**config.mk**
```make
export PLATFORM = sky130hd
export DESIGN_NAME = hdc_core_flat
export DESIGN_NICKNAME = d
export VERILOG_FILES = /design/src/hdl/hdc_pkg.sv /design/src/hdl/core_ctrl_if.sv /design/src/hdl/item_memory.sv /design/src/hdl/bind_accumulator.sv /design/src/hdl/hdc_core.sv /design/src/flat_wrapper.sv
export SDC_FILE = /design/constraint.sdc
export NUM_CORES = 1
export LEC_CHECK = 0
export BUFFER_PORTS_ARGS = -buffer_cell sky130_fd_sc_hd__buf_2
export CAP_MARGIN = 20
export CORE_ASPECT_RATIO = 2
export CORE_UTILIZATION = 32
export CTS_CLUSTER_DIAMETER = 40
export CTS_CLUSTER_SIZE = 16
export DETAILED_ROUTE_END_ITERATION = 16
export PLACE_DENSITY = 0.62
export SKIP_LAST_GASP = 1
export SLEW_MARGIN = 10
export SYNTH_ARGS = -nofsm -noshare
export SYNTH_HDL_FRONTEND = slang
export SYNTH_SLANG_ARGS = --single-unit
export TNS_END_PERCENT = 100
```
**constraint.sdc**
```tcl
create_clock -name clk -period 2.3 [get_ports clk]
set_clock_uncertainty 0.05 [all_clocks]
set_input_delay 0.23 -clock clk [delete_from_list [all_inputs] [get_ports clk]]
set_output_delay 0.23 -clock clk [all_outputs]
set_load 0.05 [all_outputs]
```
**src/hdl/hdc_pkg.sv**
```systemverilog
`default_nettype none

package hdc_pkg;

    // one core's slice of the hypervector
    typedef logic [31:0] hv_word_t;

    // symbol index into the item tables
    typedef logic [6:0] sym_t;

    // entries per core item table
    localparam int ITEM_DEPTH = 128;

    // item rule
    // entry i of core k = ITEM_SEED + k * CORE_STRIDE + i * ITEM_STEP (mod 2**32)
    localparam hv_word_t ITEM_SEED   = 32'd33215360;
    localparam hv_word_t ITEM_STEP   = 32'd18360;
    // 2**20 + 7
    localparam hv_word_t CORE_STRIDE = 32'd1048583;

    // edges from a sampled symbol strobe to the accumulator update,
    // counting the sequencer register
    localparam int EXEC_LAT = 4;

endpackage

`default_nettype wire

```
**src/hdl/core_ctrl_if.sv**
```systemverilog
`timescale 1ns/1ps
`default_nettype none

// broadcast strobes from the sequencer to every core
interface core_ctrl_if;
    import hdc_pkg::*;

    // clear accumulators and position counters
    logic init;
    // symbol strobe and its index
    logic exec;
    sym_t sym;
    // copy acc_left into the output register
    logic snap;
    // move the output chain one core toward the top
    logic shift;

    modport ctrl (
        output init, exec, sym, snap, shift
    );

    modport core (
        input init, exec, sym, snap, shift
    );

endinterface

`default_nettype wire

```
**src/hdl/item_memory.sv**
```systemverilog
`timescale 1ns/1ps
`default_nettype none

module item_memory #(
    parameter int CORE_INDEX = 0
) (
    input  wire               clk,
    input  wire               rd_en,
    input  wire hdc_pkg::sym_t addr,
    output hdc_pkg::hv_word_t  item
);
    import hdc_pkg::*;

    hv_word_t rom [ITEM_DEPTH];
    hv_word_t item_q;

    // entry value for this core
    function automatic hv_word_t item_value(input int unsigned idx);
        hv_word_t core_base;
        hv_word_t offset;
        core_base = ITEM_SEED + hv_word_t'(CORE_INDEX) * CORE_STRIDE;
        offset    = hv_word_t'(idx) * ITEM_STEP;
        return core_base + offset;
    endfunction

    // table is fixed at elaboration
    initial begin
        for (int unsigned i = 0; i < ITEM_DEPTH; i++) begin
            rom[i] = item_value(i);
        end
    end

    // registered read, maps onto block ROM
    always_ff @(posedge clk) begin
        if (rd_en) begin
            item_q <= rom[addr];
        end
    end

    assign item = item_q;

endmodule

`default_nettype wire

```
**src/hdl/bind_accumulator.sv**
```systemverilog
`timescale 1ns/1ps
`default_nettype none

module bind_accumulator (
    input  wire                  clk,
    input  wire                  rst,
    input  wire                  init,
    input  wire                  step,
    input  wire hdc_pkg::hv_word_t item,
    output hdc_pkg::hv_word_t     acc
);
    import hdc_pkg::*;

    localparam int WORD_W = $bits(hv_word_t);
    localparam int POS_W  = $clog2(WORD_W);

    // permutation position, counts symbols since the last clear
    logic [POS_W-1:0] pos;
    hv_word_t         acc_q;
    hv_word_t         item_rot;

    // rotate right by the position
    function automatic hv_word_t rotate_right(
        input hv_word_t         word,
        input logic [POS_W-1:0] amount
    );
        logic [2*WORD_W-1:0] doubled;
        doubled = {word, word} >> amount;
        return doubled[WORD_W-1:0];
    endfunction

    assign item_rot = rotate_right(item, pos);

    // init wins over a step landing on the same edge
    always_ff @(posedge clk) begin
        if (rst || init) begin
            pos   <= '0;
            acc_q <= '0;
        end else if (step) begin
            acc_q <= acc_q ^ item_rot;
            // wraps at the word width
            pos   <= pos + 1'b1;
        end
    end

    assign acc = acc_q;

    // a clear is never overtaken by a symbol in the same cycle
    a_init_priority: assert property (
        @(posedge clk) disable iff (rst)
        init |=> (acc_q == '0 && pos == '0)
    );

endmodule

`default_nettype wire

```
**src/hdl/hdc_core.sv**
```systemverilog
`timescale 1ns/1ps
`default_nettype none

module hdc_core #(
    parameter int CORE_INDEX = 0
) (
    input  wire                  clk,
    input  wire                  rst,
    core_ctrl_if.core            ctrl,
    input  wire hdc_pkg::hv_word_t chain_in,
    output hdc_pkg::hv_word_t     chain_out
);
    import hdc_pkg::*;

    // strobe delay from the interface to the accumulator stage
    // sequencer register, rom read and item register make up the rest
    localparam int DLY = EXEC_LAT - 2;

    logic [DLY-1:0] exec_dly;
    logic [DLY-1:0] init_dly;
    hv_word_t       item_rd;
    hv_word_t       item_q;
    hv_word_t       acc_left;
    hv_word_t       acc_right;

    item_memory #(
        .CORE_INDEX (CORE_INDEX)
    ) u_items (
        .clk   (clk),
        .rd_en (ctrl.exec),
        .addr  (ctrl.sym),
        .item  (item_rd)
    );

    // exec_dly[0] marks a valid rom word
    // the last stage steps the accumulator
    always_ff @(posedge clk) begin
        if (rst) begin
            exec_dly <= '0;
            init_dly <= '0;
        end else begin
            exec_dly <= {exec_dly[DLY-2:0], ctrl.exec};
            init_dly <= {init_dly[DLY-2:0], ctrl.init};
        end
    end

    // breaks the path from rom to the rotate and xor
    always_ff @(posedge clk) begin
        if (exec_dly[0]) begin
            item_q <= item_rd;
        end
    end

    bind_accumulator u_bind (
        .clk  (clk),
        .rst  (rst),
        .init (init_dly[DLY-1]),
        .step (exec_dly[DLY-1]),
        .item (item_q),
        .acc  (acc_left)
    );

    // snapshot, then pass words toward core 0
    always_ff @(posedge clk) begin
        if (ctrl.snap) begin
            acc_right <= acc_left;
        end else if (ctrl.shift) begin
            acc_right <= chain_in;
        end
    end

    assign chain_out = acc_right;

    a_snap_not_shift: assert property (
        @(posedge clk) disable iff (rst)
        !(ctrl.snap && ctrl.shift)
    );

endmodule

`default_nettype wire

```
**src/flat_wrapper.sv**
```systemverilog
// flat-port wrapper written by rule: the top's interface ports become plain ports
module hdc_core_flat import hdc_pkg::*;
#(
    parameter int CORE_INDEX = 0
)
  (clk, rst, chain_in, chain_out, ctrl_init, ctrl_exec, ctrl_sym, ctrl_snap, ctrl_shift);
  core_ctrl_if ctrl_i ();
  input  wire clk;
  input  wire rst;
  input  wire hdc_pkg::hv_word_t chain_in;
  output hdc_pkg::hv_word_t chain_out;
  input wire logic [$bits(ctrl_i.init)-1:0] ctrl_init;
  input wire logic [$bits(ctrl_i.exec)-1:0] ctrl_exec;
  input wire logic [$bits(ctrl_i.sym)-1:0] ctrl_sym;
  input wire logic [$bits(ctrl_i.snap)-1:0] ctrl_snap;
  input wire logic [$bits(ctrl_i.shift)-1:0] ctrl_shift;
  assign ctrl_i.init = ctrl_init;
  assign ctrl_i.exec = ctrl_exec;
  assign ctrl_i.sym = ctrl_sym;
  assign ctrl_i.snap = ctrl_snap;
  assign ctrl_i.shift = ctrl_shift;
  hdc_core #(.CORE_INDEX(CORE_INDEX)) u_core (.clk(clk), .rst(rst), .ctrl(ctrl_i), .chain_in(chain_in), .chain_out(chain_out));
endmodule
```
## Word-level counts from Yosys, hierarchy flattened

Memory sizes are Yosys's and may differ from the RTL's. A register that Yosys moved wholly into a read port is not among the register bits.
Index checks and enable logic that the tools add are counted.

- $add $sub $neg: 1
- Shifts and indexed selects: 1
- Reductions and logical operators: 2
- Mux-type cells: 2
- Bitwise operators: 1

Operators by type and width:

| operator | count |
|---|---|
| 2-to-1 mux 32 bit | 2 |
| >> shifter 64 x 5 -> 32 bit | 1 |
| bitwise XOR 32 bit | 1 |
| adder 5 x 1 -> 5 bit (second input constant) | 1 |
| nonzero test 2 bit | 1 |
| logical OR 1 bit | 1 |

- Memories: 1
- Word-level logic and storage cells: 15
- Flip-flop bits (word level): 137
- Input bits: 45
- ROM bits: 2944
- Output and inout bits: 32

Memories:

| name | depth | width | read ports | clocked after Yosys merged registers in | write ports | line | RTL |
|---|---|---|---|---|---|---|---|
| u_core.u_items.rom | 128 | 23 | 1 | 1 | 0 | item_memory.sv:14 | `hv_word_t rom [ITEM_DEPTH];` |

## Longest topological paths before layout

- Word-level depth: 2
- Depth in mapped cells: 9
- Gate-level depth less buffers: 7

## By module

Synthesis repeated with hierarchy kept, for this count alone.

- Cell total of the unflattened synthesis: 796
- Area, all modules: 8650.8 sq um

Modules (own cells, without submodules):

| module | area an instance (sq um) | instances | cells each | seq. area each (sq um) |
|---|---|---|---|---|
| bind_accumulator | 3558.4 | 1 | 379 | 740.7 |
| hdc_core | 2573.7 | 1 | 109 | 2001.9 |
| item_memory | 2518.7 | 1 | 308 | 600.6 |

## Worst setup path after synthesis

Ideal clock, no wire load.

- Path kind: input -> register
- Start point: in ctrl_sym[0]
- End point: reg u_core.u_items.item_q[15] (netlist: u_core.u_items.item[15]) (read register of u_core.u_items.rom) (data pin)
- Buffers on the path: 2
- Setup time: 0.270 ns
- Data required time: 1.980 ns
- Data arrival time: 1.892 ns
- Setup slack: 0.088 ns
- Cell stages on the path: 8
- Path through: clkbuf_1 inv_1 ha_1 clkbuf_1 mux2i_1 mux4_2 nor2_1 a21oi_1

RTL lines:

| what | line | RTL |
|---|---|---|
| start: declaration | flat_wrapper.sv:14 | `input wire logic [$bits(ctrl_i.sym)-1:0] ctrl_sym;` |
| end: declaration | item_memory.sv:15 | `hv_word_t item_q;` |

## Worst setup path in the final report

- Start point: reg u_core.u_bind.pos[1]
- End point: reg u_core.u_bind.acc_q[20] (netlist: u_core.u_bind.acc[20])

- Longest elaborated chain between the ends: 2

RTL lines:

| what | line | RTL |
|---|---|---|
| start: declaration | bind_accumulator.sv:18 | `logic [POS_W-1:0] pos;` |
| start signal: assignment | bind_accumulator.sv:42 | `pos <= pos + 1'b1;` |
| >> shifter 64 x 5 -> 32 bit | bind_accumulator.sv:28 | `doubled = {word, word} >> amount;` |
| bitwise XOR 32 bit | bind_accumulator.sv:40 | `acc_q <= acc_q ^ item_rot;` |
| end signal: assignment | bind_accumulator.sv:40 |  |
| end: declaration | bind_accumulator.sv:19 | `hv_word_t acc_q;` |

Every way passes these cells.
A chain may end at the register's enable or synchronous reset.

==> summary.md <==
| Metric | Value |
|---|---|
| Top cell family by delay on the critical path | multiplexers |
| Final GP Congestion | 0.960 |
| WL/cell | between 20 and 25 um |
| Clk buf depth | 2 |
| Critical path arrival | 2480 ps |
| DP Worst Slack | -230 ps |
| Critical path required time | 2560 ps |
| First-pass GRT wire length | 38,000 um |
| Worst path depth | 6 |
| CP cell instances | buf_4 -> mux4_2 -> mux2i_2 -> o22ai_1 -> o21ai_0 -> o31ai_1 |
| Final Hold Fails | 0 |
| Slowest stage cell, crit path | mux4_2 |
| I/O pins | 77 |
| Fin. max-slew vios | 0 |
| Status | completed |
| Syn_area_per_cell | about 10 sq um |
| Gr usage total | between 20% and 30% |
| CTS root buf | clkbuf_16 |
| TritonCTS Sinks | 113 |
| Worst reg2reg path depth | 6 |
| Pwr Total | roughly 0.006 W |
| Kind of critical path | reg2reg |
| Netlist cell types | 78 |
| Syn-to-layout area delta | 23.0% |
| WL final | about 25,000 um |
| Worst-path clk slew | about 60 ps |
| Slew headroom | 44.9% |
| GR peak layer | met2 |
| # diodes | 0 |
| Critical path's largest stage delay | roughly 510 ps |
| WHS Path Cells | 2 |
| Vias per Instance | a little under 6 |
| Remaining DRCs | 0 |
| Leakage | about 3.7 nW |
| Placed Instances | roughly 1,200 |
| Total CTS buffers | 17 |
| Minimum clock period | between 2000 and 2500 ps |
| Setup-failing EPs final | 0 |
| Setup TNS | 0 ps |
| Pin count of the biggest net entering global routing | between 40 and 50 |
| Synth Cell Area | ~0.0079 sq mm |
| Met2 Track Usage GR | between 30% and 40% |
| DR pass1 iterations | 5 |
| Htree depth | 4 |
| Die Y | 224 um |
| Slew @ Worst Pin | about 820 ps |
| Routed Antenna Nets | 0 |
| FMAX | about 450 MHz |
| #FFs+latches synth | between 100 and 150 |
| Hold Path Sink | u_core.chain_out[30]$_DFFE_PP_ |
| WP buf/inv | 1 |
| R2R Setup Slk | between 80 and 90 ps |
| Total gr overflow | 0 |
| CTS tree | built |
| Initial antenna violation count | 0 |
| Max-cap violations | 0 |
| Vias | about 7,000 |
| Maximum vdd drop | ~0.55 mV |
| Core Region | approximately 0.024 sq mm |
| Final WS setup | roughly 82 ps |
| DP HPWL | between 15,000 and 20,000 um |
| Overall die width | ~110 um |
| Worst reg2reg startpoint | u_core.u_bind.pos[1]$_SDFFE_PP0P_ |
| Sequential area share after synthesis | 38.0% |
| Core Util, Final | 40.2% |
| RSZ-0062 raised after global routing | no |
| Setup crit start kind | flop |
| PortBufs | 76 |
| Mapped Nets | about 850 |
| Synth area leader | edfxtp_1 |
| Hold Crit Class | in2reg |
| Reg-to-reg endpoint | u_core.u_bind.acc[20]$_SDFFE_PP0P_ |
| Synth area leaders | edfxtp_1 28%, dfxtp_1 10%, mux4_2 6.3% |
| Worst-Skew Late Latency | ~430 ps |
| Synthesis Warnings | 0 |
| Mapped Cells | about 800 |
| Initial DRC Count | between 300 and 400 |
| CP max FO | 13 |
| Die area | ~0.025 sq mm |
| Ys flop type | edfxtp_1 |
| Final nets | 970 |
| Final non-filler cell total | ~1,200 |
| EDFF count, synth | 72 |
| Num rows | 80 |
| Asr flop ratio synth | 0% |
| Met3 Usage GRT | between 3 and 4% |
| Layout cells sized above 1 | 32.4% |
| Vias in the first global route | 7,006 |
| Hold_sp | chain_in[30] |
| Starting Density | 32.7% |
| Top cell type's share of synthesized area | around 28% |
| Final clock period utilization by the worst path | a little over nine tenths |
| Grt met1 use | roughly 17% |
| Critical Path End Type | flop |
| PwrDens | 622 mW/mm^2 |
[layer usage]
layer / wire [um] / part of all wire [%]
met2: 14000 / 56
met4: 2170 / 8.7
met1: 7710 / 31
met3: 958 / 3.9
met5: 0 / 0
[stage by stage]
step	hold WS, ps	instance area [sq um]
2_1_floorplan	279	7860
3_3_place_gp	351	9020
3_5_place_dp	356	9020
4_1_cts	32.8	9590
5_1_grt	41.3	9660
6_report	42.4	9660
[cells in the mapped netlist (4+ instances only)]
| cell | number |
|---|---|
| edfxtp_1 | 72 |
| nand2_1 | 56 |
| clkbuf_1 | 48 |
| a21oi_1 | 45 |
| mux2_2 | 43 |
| dfxtp_1 | 41 |
| nor2_1 | 38 |
| mux2i_1 | 35 |
| o21ai_0 | 33 |
| nor2b_1 | 23 |
| mux4_2 | 22 |
| or3_1 | 22 |
| a211oi_1 | 17 |
| nor3_1 | 16 |
| buf_2 | 15 |
| o211ai_1 | 15 |
| inv_1 | 14 |
| o31ai_1 | 14 |
| ha_1 | 13 |
| o22ai_1 | 13 |
| a31oi_1 | 11 |
| o21a_1 | 11 |
| and2_1 | 10 |
| nand2b_1 | 10 |
| a22oi_1 | 9 |
| nand3_1 | 9 |
| o221ai_1 | 8 |
| xnor2_1 | 8 |
| a311oi_1 | 7 |
| or2_2 | 7 |
| a211o_1 | 6 |
| and3_1 | 5 |
| buf_1 | 5 |
| a32o_1 | 4 |
| buf_4 | 4 |
| mux2_4 | 4 |
| o211a_1 | 4 |
| o41ai_1 | 4 |
[where the power goes]
part	total (W)	internal [W]	switching [W]
Sequential	0.00243	0.00232	0.000107
Clock	0.00243	0.00148	0.000959
Combinational	0.00114	0.000464	0.000681
Total	0.00601	0.00426	0.00175
[cell usage in the layout (no fill, tap or decap), types with 5 or more instances in the layout]
cell type   count
dfxtp_1        39
mux2_2         43
o21ai_0        33
edfxtp_1       72
a22oi_1         9
nor2_1         38
nor2b_1        23
ha_1           13
clkbuf_16      17
mux2i_1        33
o221ai_1        8
o211ai_1       15
o22ai_1        13
inv_1          14
a311oi_1        7
a21oi_1        45
o31ai_1        14
nor3_1         16
or3_1          22
nand2_1        56
xnor2_1         8
nand3_1         9
mux4_2         22
and2_1         10
buf_2          76
a211oi_1       17
a31oi_1        11
o21a_1         11
buf_4         100
a211o_1         6
and3_1          5
or2_2           7
clkinvlp_4      6
nand2b_1       10
[cells by family after synthesis]
logic type                 after synthesis  share of synthesized area, %
buffers and inverters                   89                          4.97
xor gates and xnor gates                 9                          1.00
AOI/OAI and AO/OA                      238                          21.1
muxes                                  106                          18.2
adders and majority gates               14                          2.20
and+or+nand+nor                        218                          14.6
DFF                                    113                          38.0
[worst max-delay path by stage]
stage / start / end
floorplan: ctrl_sym[0] / u_core.u_items.item[15]$_DFFE_PP_
global placement: u_core.u_bind.pos[1]$_SDFFE_PP0P_ / u_core.u_bind.acc[17]$_SDFFE_PP0P_
global route: u_core.u_bind.pos[1]$_SDFFE_PP0P_ / u_core.u_bind.acc[17]$_SDFFE_PP0P_
finish: u_core.u_bind.pos[1]$_SDFFE_PP0P_ / u_core.u_bind.acc[20]$_SDFFE_PP0P_
CTS: u_core.u_bind.pos[1]$_SDFFE_PP0P_ / u_core.u_bind.acc[17]$_SDFFE_PP0P_
detailed placement: u_core.u_bind.pos[1]$_SDFFE_PP0P_ / u_core.u_bind.acc[17]$_SDFFE_PP0P_
[sequential cells by signal (all words and copies together) (netlist names)]
name	count
u_core.u_bind.pos	5
u_core.item_q	20
u_core.init_dly	2
u_core.u_bind.acc	32
u_core.exec_dly	2
u_core.u_items.item	20
u_core.chain_out	32
[area by class of cell]
class / count / area, sq um
multi-input combinational: 585 / 4490
inverter: 14 / 52.6
tap: 287 / 359
fill: 2362 / 14400
sequential: 113 / 2990
timing repair buffer: 181 / 1220
clock buffer: 19 / 433
clock inverter: 13 / 116
[what timing repair did]
action                                  CTS  global route
resized for setup                         3             1
setup buffers                             0             9
hold buffers                              1             0
endpoints found under the hold margin     1             0
endpoints found under the setup margin   17             7
No activity file was read; power rests on OpenSTA's default activity.
