`src/hdl/hdc_pkg.sv`:
```
`default_nettype none

package hdc_pkg;

    // one core's slice of the hypervector
    typedef logic [31:0] hv_word_t;

    // symbol index into the item tables
    typedef logic [6:0] sym_t;

    // entries per core item table
    localparam int ITEM_DEPTH = 128;

    // item rule
    // entry i of core k = ITEM_SEED + k * CORE_STRIDE + i * ITEM_STEP (mod 2**32)
    localparam hv_word_t ITEM_SEED   = 32'd33215360;
    localparam hv_word_t ITEM_STEP   = 32'd18360;
    // 2**20 + 7
    localparam hv_word_t CORE_STRIDE = 32'd1048583;

    // edges from a sampled symbol strobe to the accumulator update,
    // counting the sequencer register
    localparam int EXEC_LAT = 4;

endpackage

`default_nettype wire

```
`src/hdl/core_ctrl_if.sv`:
```
`timescale 1ns/1ps
`default_nettype none

// broadcast strobes from the sequencer to every core
interface core_ctrl_if;
    import hdc_pkg::*;

    // clear accumulators and position counters
    logic init;
    // symbol strobe and its index
    logic exec;
    sym_t sym;
    // copy acc_left into the output register
    logic snap;
    // move the output chain one core toward the top
    logic shift;

    modport ctrl (
        output init, exec, sym, snap, shift
    );

    modport core (
        input init, exec, sym, snap, shift
    );

endinterface

`default_nettype wire

```
`src/hdl/encode_sequencer.sv`:
```
`timescale 1ns/1ps
`default_nettype none

module encode_sequencer #(
    parameter int NUM_CORES = 8
) (
    input  wire               clk,
    input  wire               rst,
    input  wire               clear,
    input  wire               sym_valid,
    input  wire hdc_pkg::sym_t sym,
    input  wire               read_req,
    core_ctrl_if.ctrl         ctrl,
    output logic              hv_valid,
    output logic              busy
);
    import hdc_pkg::*;

    localparam int CNT_W = (NUM_CORES > 1) ? $clog2(NUM_CORES) : 1;
    localparam logic [CNT_W-1:0] LAST_WORD = CNT_W'(NUM_CORES - 1);

    localparam logic [1:0] ST_IDLE  = 2'd0;
    localparam logic [1:0] ST_DRAIN = 2'd1;
    localparam logic [1:0] ST_SNAP  = 2'd2;
    localparam logic [1:0] ST_SHIFT = 2'd3;

    logic [1:0]          state;
    logic [CNT_W-1:0]    word_cnt;
    logic [EXEC_LAT-1:0] in_flight;
    logic                drained;
    logic                snap_q;
    logic                shift_q;

    // broadcast strobes, one edge behind the inputs
    always_ff @(posedge clk) begin
        if (rst) begin
            ctrl.init <= 1'b0;
            ctrl.exec <= 1'b0;
            in_flight <= '0;
        end else begin
            ctrl.init <= clear;
            ctrl.exec <= sym_valid;
            in_flight <= {in_flight[EXEC_LAT-2:0], sym_valid};
        end
    end

    always_ff @(posedge clk) begin
        if (sym_valid) begin
            ctrl.sym <= sym;
        end
    end

    // no symbol left between the inputs and any accumulator
    assign drained = (in_flight == '0);

    // readout FSM
    always_ff @(posedge clk) begin
        if (rst) begin
            state    <= ST_IDLE;
            word_cnt <= '0;
            snap_q   <= 1'b0;
            shift_q  <= 1'b0;
            busy     <= 1'b0;
        end else begin
            case (state)
                ST_IDLE: begin
                    if (read_req) begin
                        busy  <= 1'b1;
                        state <= ST_DRAIN;
                    end
                end
                ST_DRAIN: begin
                    if (drained) begin
                        snap_q <= 1'b1;
                        state  <= ST_SNAP;
                    end
                end
                ST_SNAP: begin
                    snap_q   <= 1'b0;
                    shift_q  <= 1'b1;
                    word_cnt <= '0;
                    state    <= ST_SHIFT;
                end
                default: begin
                    if (word_cnt == LAST_WORD) begin
                        shift_q <= 1'b0;
                        busy    <= 1'b0;
                        state   <= ST_IDLE;
                    end else begin
                        word_cnt <= word_cnt + 1'b1;
                    end
                end
            endcase
        end
    end

    assign ctrl.snap  = snap_q;
    assign ctrl.shift = shift_q;
    // one word per shift cycle, core 0 first
    assign hv_valid   = shift_q;

    a_snap_then_shift: assert property (
        @(posedge clk) disable iff (rst)
        snap_q |-> !shift_q ##1 shift_q
    );

    a_valid_in_busy: assert property (
        @(posedge clk) disable iff (rst)
        hv_valid |-> busy
    );

endmodule

`default_nettype wire

```
`src/flat_wrapper.sv`:
```
// flat-port wrapper written by rule: the top's interface ports become plain ports
module encode_sequencer_flat import hdc_pkg::*;
#(
    parameter int NUM_CORES = 8
)
  (clk, rst, clear, sym_valid, sym, read_req, hv_valid, busy, ctrl_init, ctrl_exec, ctrl_sym, ctrl_snap, ctrl_shift);
  core_ctrl_if ctrl_i ();
  input  wire clk;
  input  wire rst;
  input  wire clear;
  input  wire sym_valid;
  input  wire hdc_pkg::sym_t sym;
  input  wire read_req;
  output logic hv_valid;
  output logic busy;
  output wire logic [$bits(ctrl_i.init)-1:0] ctrl_init;
  output wire logic [$bits(ctrl_i.exec)-1:0] ctrl_exec;
  output wire logic [$bits(ctrl_i.sym)-1:0] ctrl_sym;
  output wire logic [$bits(ctrl_i.snap)-1:0] ctrl_snap;
  output wire logic [$bits(ctrl_i.shift)-1:0] ctrl_shift;
  assign ctrl_init = ctrl_i.init;
  assign ctrl_exec = ctrl_i.exec;
  assign ctrl_sym = ctrl_i.sym;
  assign ctrl_snap = ctrl_i.snap;
  assign ctrl_shift = ctrl_i.shift;
  encode_sequencer #(.NUM_CORES(NUM_CORES)) u_core (.clk(clk), .rst(rst), .clear(clear), .sym_valid(sym_valid), .sym(sym), .read_req(read_req), .ctrl(ctrl_i), .hv_valid(hv_valid), .busy(busy));
endmodule
```
`config.mk`:
```
export PLATFORM = sky130hd
export DESIGN_NAME = encode_sequencer_flat
export DESIGN_NICKNAME = d
export VERILOG_FILES = /design/src/hdl/hdc_pkg.sv /design/src/hdl/core_ctrl_if.sv /design/src/hdl/encode_sequencer.sv /design/src/flat_wrapper.sv
export SDC_FILE = /design/constraint.sdc
export NUM_CORES = 1
export LEC_CHECK = 0
export ABC_AREA = 1
export BUFFER_PORTS_ARGS = -buffer_cell sky130_fd_sc_hd__clkbuf_2
export CAP_MARGIN = 0
export CELL_PAD_IN_SITES_DETAIL_PLACEMENT = 1
export CELL_PAD_IN_SITES_GLOBAL_PLACEMENT = 2
export CORE_UTILIZATION = 30
export DETAILED_ROUTE_END_ITERATION = 10
export MAX_ROUTING_LAYER = met4
export PLACE_DENSITY = 0.76
export SLEW_MARGIN = 5
export SYNTH_ARGS = -nofsm -noshare
export SYNTH_HDL_FRONTEND = slang
export SYNTH_SLANG_ARGS = --single-unit
```
`constraint.sdc`:
```
create_clock -name clk -period 2.2 [get_ports clk]
set_input_delay 0.22 -clock clk [delete_from_list [all_inputs] [get_ports clk]]
set_output_delay 0.22 -clock clk [all_outputs]
set_load 0.05 [all_outputs]
```
Word level (Yosys, flattened, before mapping)
Index checks and enable logic that the tools add are counted.

word-level totals
  register bits after elaboration = 21
  word-level logic and storage cells = 43
  bits of input ports = 12

operators by class
  add/subtract/negate cells = 1
  equality and inequality tests = 6
  reduce and logical (&&, ||, !) cells = 13
  bitwise operators = 2
  mux-type cells = 12

operator list
  cell                                                             count
  2-bit two-way mux                                                3
  1-bit case mux with 2 select lines                               3
  2-bit case mux with 3 select lines                               1
  3-bit case mux with 2 select lines                               1
  2-bit AND reduction                                              3
  3-bit AND reduction                                              2
  2-bit nonzero test                                               3
  4-bit zero test                                                  1
  2-bit != test, second input constant                             2
  4-bit nonzero test                                               1
  2-bit OR reduction                                               2
  3-bit by 1-bit adder with 3-bit output, second input constant    1
  3-bit == test, second input constant                             1
  1-bit two-way mux                                                3
  3-bit two-way mux                                                1
  2-bit by 1-bit == test with 1-bit output, second input constant  1
  2-bit == test, second input constant                             1
  2-bit zero test                                                  1
  2-bit by 1-bit != test with 1-bit output, second input constant  1
  1-bit inverter                                                   2

Longest topological paths before layout
Gate-level depths: netlist of run 1.

  depth in word-level cells = 4
  depth in mapped cells = 8

Worst setup path after synthesis of run 1
OpenSTA, ideal clock, no wires.

  path kind = register to register
  start = reg u_core.word_cnt[0]
  end = reg u_core.state[0]
  buffers on the path = 0
  clock period less this slack = 1.216 ns
  arrival time = 1.101 ns
  setup slack = 0.984 ns
  stages on the path, launching flop included = 7
  setup time = 0.115 ns
  path through = dfxtp_1 -> ha_1 -> ha_1 -> nor2_2 -> a21oi_4 -> a21oi_1 -> nor2_1

between the ends
  cells in the longest elaborated chain, start to end = 3

RTL lines
  item                           line                    source
  from (decl)                    encode_sequencer.sv:28  logic [CNT_W-1:0] word_cnt;
  from (signal assigned)         encode_sequencer.sv:90  word_cnt <= word_cnt + 1'b1;
  3-bit == test                  encode_sequencer.sv:85  if (word_cnt == LAST_WORD) begin
  4-bit nonzero test (no line)   n/a
  3-bit AND reduction (no line)  n/a
  to (signal assigned)           encode_sequencer.sv:75  state <= ST_SNAP;
  to (signal assigned)           encode_sequencer.sv:82  state <= ST_SHIFT;
  to (signal assigned)           encode_sequencer.sv:88  state <= ST_IDLE;
  to (decl)                      encode_sequencer.sv:27  logic [1:0] state;

No other way between the ends.
A chain may end at the register's enable or synchronous reset.

Final worst setup path of run 1
  start = reg u_core.word_cnt[0]
  end = reg u_core.word_cnt[2]

between the ends
  cells in the longest elaborated chain, start to end = 3
  elaborated cells between the ends (all ways) = 6
  those cells by class = add/sub (1); eq/ne (2); mux (2); reduce/logical (1)

RTL lines
  item                                                                       line
  3-bit by 1-bit adder with 3-bit output or 3-bit == test (tied branches)    encode_sequencer.sv:90, encode_sequencer.sv:85
  3-bit two-way mux or 2-bit != test (tied branches)                         n/a
  3-bit case mux with 2 select lines or 2-bit AND reduction (tied branches)  n/a

Parallel ways exist; a longest one is shown, timed or not. The select of a mux whose other input is x is not followed.

==> impl_metrics.json, run 1 <==
{
  "power_frac_seq_pct": 41.3,
  "chipWidth_um": 53.9,
  "p_int_uw": 683,
  "hpwlAfterDp_mm": 1.25,
  "synth_seq_cells": 20,
  "cts_tree": "yes",
  "clock_power_share_pct": 18.3,
  "status": "complete, no violations",
  "setup_tns_ns": 0,
  "cpMaxStageDelayCell": "dfxtp_1",
  "period_share_pct": 61.9,
  "gp_congestion": 0.684,
  "wl_mm": 1.56,
  "syn_nets": 102,
  "track_usage_pct": 13.1,
  "grt_pass1_wl_mm": 2.59,
  "postCtsSetupBuffers": 0,
  "start_util_pct": 32.1,
  "core_region_area_um2": 2520,
  "setup_violations": 0,
  "postRouteAntennaNets": 0,
  "dieHeight_um": 53.9,
  "cts_max_level": 1,
  "synthCells": 85,
  "fin_skew_ns": 0.00517,
  "cts-resized-gates": 0,
  "maxClockFrequency_ghz": 0.734,
  "drv_slew": 0,
  "ir_drop_mv": 0.433,
  "cp_top_family": "adder cells",
  "syn_area_um2": 810,
  "critPathRequiredTime_ns": 2.43,
  "grt_max_degree": 12,
  "num-fill-cells": 300,
  "worst_slew_pin_slew_ns": 0.284,
  "vias_per_cell": 4.47,
  "cap_violations": 0,
  "layout.nets": 129,
  "syn_to_final_growth_pct": 22.4,
  "layout-drive-gt1-share_pct": 30.6,
  "ys.warnings.count": 0,
  "p_leak_nw": 0.463,
  "path_buf_inv": 1,
  "final_core_util_pct": 39.3,
  "worstPathCellList": "ha_1 -> ha_1 -> inv_1 -> o21ai_1 -> nand2_1 -> a21oi_1",
  "crit_type": "flop to flop",
  "p_sw_share_pct": 40.4,
  "path_common_cell": "ha_1",
  "numPortBuffers": 24,
  "slowest_delay_ns": 0.37,
  "drcViolationCount": 0,
  "clkSlewWorstSetupHoldPaths_ns": 0.11,
  "root_buffer": "clkbuf_4",
  "netlist.area_leader.share_pct": 32.1,
  "cts-hold-fix-buffers": 0,
  "cts_buffers": 3,
  "period_minus_slack_ns": 1.36,
  "first_pass_iters": 2,
  "die-area_um2": 2910,
  "via_count": 630,
  "insertion_delay_ns": 0.29,
  "rows": 18,
  "max-slew-margin-rel_pct": 81.1,
  "antenna_found_initial": 0,
  "power_switching_uw": 463,
  "hold_class": "input pin to flop",
  "ys_types": 17,
  "cp_max_fo": 4,
  "yosysTopAreaCell": "dfxtp_1",
  "ios": 25,
  "clock_tree.buffer_depth": 2,
  "layout_commonest_cell": "clkbuf_2",
  "grt_pass1_vias": 626,
  "synth_area_leaders": "dfxtp_1 (32%), edfxtp_1 (26%), ha_1 (7.7%)",
  "ys_seq_area_share_pct": 58.1,
  "critical_path.endpoint_type": "flop",
  "diodes": 0,
  "finalHoldViolCount": 0,
  "start_kind": "flop",
  "syn_avg_cell_area_um2": 9.52,
  "final_cell_mix": "clkbuf_2 (24), nor2_1 (14), dfxtp_1 (13)",
  "pwr-share-comb_pct": 40.4,
  "rsz0062_at_grt": "no",
  "p_per_area_nw_per_um2": 1160,
  "cts_sinks": 20,
  "grt_overflow": 0,
  "crit_arrival_ns": 1.59,
  "drt_iter0_drc": 2,
  "wl_per_cell_um": 11.0
}
==> registers in the layout, indices dropped and copies added (netlist names) <==
signal	cells
u_core.busy	1
u_core.ctrl.init	1
u_core.ctrl.shift	1
u_core.ctrl.snap	1
u_core.ctrl.sym	7
u_core.in_flight	4
u_core.state	2
u_core.word_cnt	3
==> Yosys cell counts <==
| cell type | count |
|---|---|
| inv_1 | 12 |
| buf_4 | 1 |
| nor2_1 | 14 |
| buf_2 | 1 |
| o21ai_1 | 1 |
| ha_1 | 5 |
| nand2_1 | 12 |
| edfxtp_1 | 7 |
| dfxtp_1 | 13 |
| o21bai_1 | 1 |
| nand3_1 | 2 |
| nor3_2 | 1 |
| nor2_2 | 3 |
| a21oi_4 | 1 |
| inv_2 | 1 |
| a21oi_1 | 7 |
| o21ai_0 | 3 |
==> worst register-to-register path, stage by stage, from the launching register on <==
cell and delay [ns]:
dfxtp_1 0.37, ha_1 0.17, ha_1 0.24, inv_1 0.08, o21ai_1 0.22, nand2_1 0.08
a21oi_1 0.14
==> layout make-up <==
type / count / area (um2) / area share [%]
Clock buffer: 4 / 36.3 / 3.66
Inverter: 13 / 48.8 / 4.92
Multi-Input combinational cell: 50 / 278 / 28.0
Sequential cell: 20 / 470 / 47.5
Tap cell: 30 / 37.5 / 3.79
Timing Repair Buffer: 24 / 120 / 12.1
==> metrics by stage <==
step	setup slack (ns)	power, mW	hold slack, ns	area [um2]	instances
2_1_floorplan	0.984	0.853	0.319	810	85
3_3_place_gp	0.880	0.944	0.398	955	137
3_5_place_dp	0.842	0.950	0.399	955	137
4_1_cts	0.808	1.16	0.0828	991	141
5_1_grt	0.710	1.25	0.0617	991	141
6_report	0.838	1.15	0.0936	991	141
==> power groups by stage <==
| stage | combinational, mW | sequential [mW] | clock [mW] |
|---|---|---|---|
| after global routing | 0.525 | 0.482 | 0.240 |
| final | 0.464 | 0.473 | 0.210 |
| after global placement | 0.463 | 0.481 | 0 |
| after CTS | 0.469 | 0.475 | 0.221 |
| after detailed placement | 0.467 | 0.482 | 0 |
| after floorplan | 0.279 | 0.574 | 0 |
==> routing by layer <==
metal / global-route usage, % / share of wire, %
met5: - / 0
met4: 6.58 / 0.90
met3: 4.24 / 8.8
met2: 20.2 / 44
met1: 15.1 / 46
==> worst paths after layout <==
check	slack, ns	endpoint	depth (start not counted)	startpoint
max	0.84	u_core.word_cnt[2]$_SDFFE_PP0P_	6	u_core.word_cnt[0]$_SDFFE_PP0P_
min	0.09	u_core.ctrl.sym[3]$_DFFE_PP_	1	sym[3]
max reg2reg	0.84	u_core.word_cnt[2]$_SDFFE_PP0P_	6	u_core.word_cnt[0]$_SDFFE_PP0P_
min reg2reg	0.43	u_core.in_flight[3]$_SDFF_PP0_	2	u_core.in_flight[2]$_SDFF_PP0_
==> logic make-up after synthesis <==
group                      after synthesis  share of synthesized area, %
AOI/OAI and AO/OA                       13                          9.74
adders and majority gates                5                          7.73
buffers and inverters                   15                          7.57
DFF                                     20                          58.1
and+or+nand+nor                         32                          16.8
Power figures use the tool's default switching activity.
==> run 2, diff against run 1 <==
--- a/config.mk
+++ b/config.mk
@@ -5,15 +5,15 @@
 export SDC_FILE = /design/constraint.sdc
 export NUM_CORES = 1
 export LEC_CHECK = 0
-export ABC_AREA = 1
+export ABC_AREA = 0
 export BUFFER_PORTS_ARGS = -buffer_cell sky130_fd_sc_hd__clkbuf_2
 export CAP_MARGIN = 0
 export CELL_PAD_IN_SITES_DETAIL_PLACEMENT = 1
 export CELL_PAD_IN_SITES_GLOBAL_PLACEMENT = 2
-export CORE_UTILIZATION = 30
+export CORE_UTILIZATION = 26
 export DETAILED_ROUTE_END_ITERATION = 10
 export MAX_ROUTING_LAYER = met4
-export PLACE_DENSITY = 0.76
+export PLACE_DENSITY = 0.67
 export SLEW_MARGIN = 5
 export SYNTH_ARGS = -nofsm -noshare
 export SYNTH_HDL_FRONTEND = slang
==> constraint.sdc (replaced) <==
create_clock -name clk -period 1.25 [get_ports clk]
set_input_delay 0.125 -clock clk [delete_from_list [all_inputs] [get_ports clk]]
set_output_delay 0.125 -clock clk [all_outputs]
set_load 0.05 [all_outputs]
==> impl_metrics.json, run 2 <==
{
  "ys.warnings.count": 0,
  "critical_path.endpoint_type": "flop",
  "rsz0062_at_grt": "yes",
  "ys.flop_type": "dfxtp_1",
  "finalHoldViolCount": 0,
  "layout_commonest_cell": "clkbuf_2",
  "grt_overflow": 0,
  "layout.nets": 130,
  "synth_seq_cells": 20,
  "cts_sinks": 20,
  "registers.top_by_ff_count": "u_core.ctrl.sym",
  "crit_type": "flop to flop",
  "postLayoutCellArea_um2": 1230,
  "timing.reg2reg.setup_slack_ns": -0.22,
  "r2r_start": "u_core.in_flight[1]$_SDFF_PP0_",
  "ys_seq_area_share_pct": 60.8,
  "violations": "setup timing",
  "yosysTopAreaCell": "dfxtp_1",
  "syn_area_um2": 773,
  "final_cell_mix": "clkbuf_2 (24), nor2b_1 (8), buf_4 (8), dfxtp_1 (8)",
  "whs_path_depth": 2,
  "grt_max_degree": 13,
  "netlist.area_leader.share_pct": 33.7,
  "synth_most_common_cell": "dfxtp_1",
  "die-area_um2": 3200,
  "p_per_area_nw_per_um2": 2060,
  "whs_endpoint": "u_core.ctrl.init$_SDFF_PP0_",
  "largest_reg_flops": 7,
  "cp-startpoint": "u_core.in_flight[1]$_SDFF_PP0_",
  "grt_pass1_vias": 695,
  "worstPathCellList": "o41a_1 -> or4_1 -> o211a_1",
  "critPathRequiredTime_ns": 1.46,
  "crit_arrival_ns": 1.68,
  "chipWidth_um": 56.5,
  "clock_tree.buffer_depth": 2,
  "cts_max_level": 1,
  "numPortBuffers": 24,
  "gp_congestion": 0.720,
  "cts_buffers": 3,
  "hpwlAfterDp_mm": 1.33,
  "drv_slew": 0,
  "dr.max_layer_used": "met4",
  "core_region_area_um2": 2780,
  "max-slew-margin-rel_pct": 78.8,
  "setup_violations": 7,
  "fin_hold_ws_ns": 0.0244,
  "insertion_delay_ns": 0.30,
  "syn_avg_cell_area_um2": 11.4,
  "antenna_found_initial": 0,
  "r2r_cells": 3,
  "cap_violations": 0,
  "synthCells": 68,
  "netlist_top_cells_count": "dfxtp_1 (13), nor2b_1 (8), edfxtp_1 (7), o21ai_0 (7), a21oi_1 (6)",
  "syn_to_final_growth_pct": 59.1,
  "clkSlewWorstSetupHoldPaths_ns": 0.11,
  "dpl-instance-area_um2": 1030,
  "cpMaxStageDelayCell": "or4_1",
  "via_count": 656,
  "dieHeight_um": 56.5,
  "period_minus_slack_ns": 1.47,
  "r2r-end": "u_core.state[0]$_SDFFE_PP0P_",
  "wl_per_cell_um": 13.2,
  "start_util_pct": 27.8,
  "worst_slew_pin_slew_ns": 0.316,
  "wirelength_met1_um": 822,
  "layout-drive-gt1-share_pct": 54.5,
  "synth_area_leaders": "dfxtp_1 (34%), edfxtp_1 (27%), ha_1 (8.1%)",
  "synth_edf_count": 7,
  "p_leak_nw": 0.517,
  "routed-wl-met2_um": 975,
  "drcViolationCount": 0,
  "worst_slack_ns": -0.217,
  "slowest_delay_ns": 0.48,
  "reg_top3": "u_core.ctrl.sym x7, u_core.in_flight x4, u_core.word_cnt x3",
  "postRouteAntennaNets": 0,
  "start_kind": "flop",
  "diodes": 0,
  "power_mw": 2.53,
  "root_buffer": "clkbuf_4",
  "vias_per_cell": 4.59,
  "syn_nets": 85,
  "first_pass_iters": 2,
  "rows": 19,
  "wl_mm": 1.89,
  "status": "complete, but fails checks",
  "grt_pass1_wl_mm": 3.15,
  "fin_skew_ns": 0.00344,
  "ios": 25,
  "cts_tree": "yes",
  "period_share_pct": 117,
  "maxClockFrequency_ghz": 0.682,
  "cp_max_fo": 2,
  "wl_met3_um": 70,
  "num-fill-cells": 314,
  "track_usage_pct": 13.6,
  "synthArstFlopShare_pct": 0,
  "hold_class": "input pin to flop",
  "ir_drop_mv": 1.15,
  "drt_iter0_drc": 2,
  "ys_types": 19,
  "min_from": "clear"
}
-- run 2: cell type report --
class | count | area (um2) | area share (%)
clock buffer | 4 | 36.3 | 2.95
inverter | 5 | 21.3 | 1.73
tap | 31 | 38.8 | 3.15
timing repair buffer | 42 | 293 | 23.8
sequential | 20 | 482 | 39.2
multi-input combinational | 41 | 359 | 29.2
-- run 2: how the worst max path moves through the flow --
stage | endpoint | slack, ns | cells past startpoint
2_1_floorplan | u_core.state[0]$_SDFFE_PP0P_ | -0.16 | 3
3_3_place_gp | u_core.state[0]$_SDFFE_PP0P_ | -0.19 | 5
3_5_place_dp | u_core.state[0]$_SDFFE_PP0P_ | -0.22 | 3
4_1_cts | u_core.state[0]$_SDFFE_PP0P_ | -0.20 | 3
5_1_grt | u_core.word_cnt[2]$_SDFFE_PP0P_ | -0.29 | 6
6_report | u_core.state[0]$_SDFFE_PP0P_ | -0.22 | 3
-- run 2: critical path: cells and delay by family, from the launching register on --
family | cells | cell delay (ns)
compound gates | 2 | 0.57
flops | 1 | 0.34
simple gates | 1 | 0.48
-- run 2: kinds of logic (layout without fill, tap and decap cells) --
family / count (synthesis) / after routing / share of synthesized area (%)
adders and majority gates: 5 / 5 / 8.09
and+or+nand+nor: 20 / 20 / 14.7
buffers and inverters: 7 / 51 / 3.88
DFF: 20 / 20 / 60.8
AOI/OAI and AO/OA: 15 / 15 / 11.2
muxes: 1 / 1 / 1.29
-- run 2: stage by stage --
step | utilization [%] | setup WS, ns | std cells | setup TNS (ns)
global placement | 36.9 | -0.186 | 130 | -0.929
CTS | 42.5 | -0.197 | 143 | -1.15
global route | 44.2 | -0.285 | 143 | -1.71
finish | 44.2 | -0.217 | 143 | -1.19
detailed placement | 36.9 | -0.217 | 130 | -1.15
floorplan | - | -0.158 | 68 | -0.304
-- run 2: timing repair --
item                                   in CTS  in global routing
pin swaps                                   3                  5
setup endpoints to repair                   7                  8
endpoints found under the hold margin       7                  0
resized for setup                          12                 13
gates cloned                                0                  0
buffers inserted                            2                  0
hold buffers                                7                  0
-- run 2: routing by layer --
layer	GRT usage (%)	up-vias
li1	-	329
met1	15.6	316
met2	22.4	9
met3	4.84	2
met4	4.18	0
met5	-	-
-- run 2: report_power, final --
group          switching [mW]  internal, mW
registers              0.0766         0.790
logic                   0.656         0.624
clock network           0.204         0.178
==> run 3, diff against run 2 <==
--- a/config.mk
+++ b/config.mk
@@ -10,10 +10,11 @@
 export CAP_MARGIN = 0
 export CELL_PAD_IN_SITES_DETAIL_PLACEMENT = 1
 export CELL_PAD_IN_SITES_GLOBAL_PLACEMENT = 2
+export CORE_MARGIN = 3
 export CORE_UTILIZATION = 26
 export DETAILED_ROUTE_END_ITERATION = 10
-export MAX_ROUTING_LAYER = met4
 export PLACE_DENSITY = 0.67
+export SKIP_CTS_REPAIR_TIMING = 1
 export SLEW_MARGIN = 5
 export SYNTH_ARGS = -nofsm -noshare
 export SYNTH_HDL_FRONTEND = slang
==> impl_metrics.json, run 3 (same netlist as run 2, synthesis figures left out) <==
{
  "numPortBuffers": 24,
  "hold_class": "input pin to flop",
  "clkSlewWorstSetupHoldPaths_ns": 0.13,
  "via_count": 648,
  "vias_per_cell": 4.60,
  "postRouteAntennaNets": 0,
  "period_share_pct": 120,
  "max-slew-margin-rel_pct": 80.0,
  "cp_max_fo": 3,
  "layout.nets": 128,
  "root_buffer": "clkbuf_4",
  "insertion_delay_ns": 0.30,
  "grt_pass1_vias": 636,
  "finalHoldViolCount": 0,
  "syn_to_final_growth_pct": 60.5,
  "gp_congestion": 0.722,
  "drt_iter0_drc": 3,
  "hpwlAfterDp_mm": 1.30,
  "violations": "setup timing",
  "p_per_area_nw_per_um2": 2140,
  "power_mw": 2.66,
  "rows": 19,
  "grt_overflow": 0,
  "final_cell_mix": "clkbuf_2 (24), buf_4 (9), nor2b_1 (8)",
  "start_util_pct": 27.6,
  "critical_path.endpoint_type": "flop",
  "setup_violations": 7,
  "cts_buffers": 3,
  "drcViolationCount": 0,
  "layout-drive-gt1-share_pct": 55.5,
  "cts_tree": "yes",
  "worst_slack_ns": -0.244,
  "wl_mm": 2.02,
  "crit_type": "flop to flop",
  "setup_tns_ns": -1.10,
  "crit_arrival_ns": 1.71,
  "track_usage_pct": 10.0,
  "chipWidth_um": 60.5,
  "first_pass_iters": 2,
  "grt_pass1_wl_mm": 2.69,
  "antenna_found_initial": 0,
  "diodes": 0,
  "critPathRequiredTime_ns": 1.46,
  "start_kind": "flop",
  "cts_sinks": 20,
  "dieHeight_um": 60.5,
  "fin_hold_ws_ns": 0.0204,
  "maxClockFrequency_ghz": 0.669,
  "ir_drop_mv": 1.28,
  "ios": 25,
  "clock_tree.buffer_depth": 2,
  "core_region_area_um2": 2810,
  "layout_commonest_cell": "clkbuf_2",
  "grt_max_degree": 13,
  "die-area_um2": 3660,
  "status": "complete, but fails checks",
  "cap_violations": 0,
  "rsz0062_at_grt": "yes",
  "p_leak_nw": 0.507,
  "registers.top_by_ff_count": "u_core.ctrl.sym",
  "drv_slew": 0,
  "period_minus_slack_ns": 1.49,
  "largest_reg_flops": 7,
  "fin_skew_ns": 0.00748,
  "cts_max_level": 1,
  "reg_top3": "u_core.ctrl.sym x7, u_core.in_flight x4, u_core.word_cnt x3",
  "wl_per_cell_um": 14.3,
  "worst_slew_pin_slew_ns": 0.297,
  "timing.reg2reg.setup_slack_ns": -0.24
}
==> run 3: changes by cell type in the layout (fill, tap and decap cells not counted), sizes merged <==
cell    previous run  this run
buf               11         9
bufinv             0         1
clkbuf            28        27
==> run 3: worst paths after layout <==
| kind | from | end | depth (start not counted) |
|---|---|---|---|
| max | u_core.in_flight[2]$_SDFF_PP0_ | u_core.state[0]$_SDFFE_PP0P_ | 3 |
| min reg2reg | u_core.in_flight[2]$_SDFF_PP0_ | u_core.in_flight[3]$_SDFF_PP0_ | 1 |
| min | clear | u_core.ctrl.init$_SDFF_PP0_ | 2 |
| max reg2reg | u_core.in_flight[2]$_SDFF_PP0_ | u_core.state[0]$_SDFFE_PP0P_ | 3 |
==> run 3: cell type report <==
cell class | count | area (um2)
Fill cell | 314 | 1560
Sequential cell | 20 | 483
Multi-Input combinational cell | 41 | 388
Timing Repair Buffer | 40 | 258
Tap cell | 31 | 38.8
Clock inverter | 1 | 30.0
Clock buffer | 3 | 22.5
Inverter | 5 | 21.3
==> run 3: routing by layer <==
metal	share of wire [%]	up-vias	global-route usage (%)
met4	0	0	4.64
met5	0	-	0
li1	-	324	-
met2	58	11	19.6
met1	39	313	10.2
met3	2.8	0	1.91
==> run 3: critical path, cell delays in order, from the launching register on <==
cell and delay (ns):
dfxtp_2 0.35, o41a_1 0.44, or4_1 0.49, o211a_1 0.12
==> run 3: report_power, final <==
part	internal, mW	switching, mW
sequential	0.794	0.0827
combinational	0.570	0.674
clock	0.324	0.214
==> run 3: stage by stage <==
step / cells / util (%) / setup WS [ns] / instance area (um2)
global placement: 128 / 35.6 / -0.209 / 1000
global route: 141 / 44.2 / -0.291 / 1240
floorplan: 68 / - / -0.158 / 800
CTS: 132 / 37.5 / -0.246 / 1050
detailed placement: 128 / 35.6 / -0.226 / 1000
finish: 141 / 44.2 / -0.244 / 1240
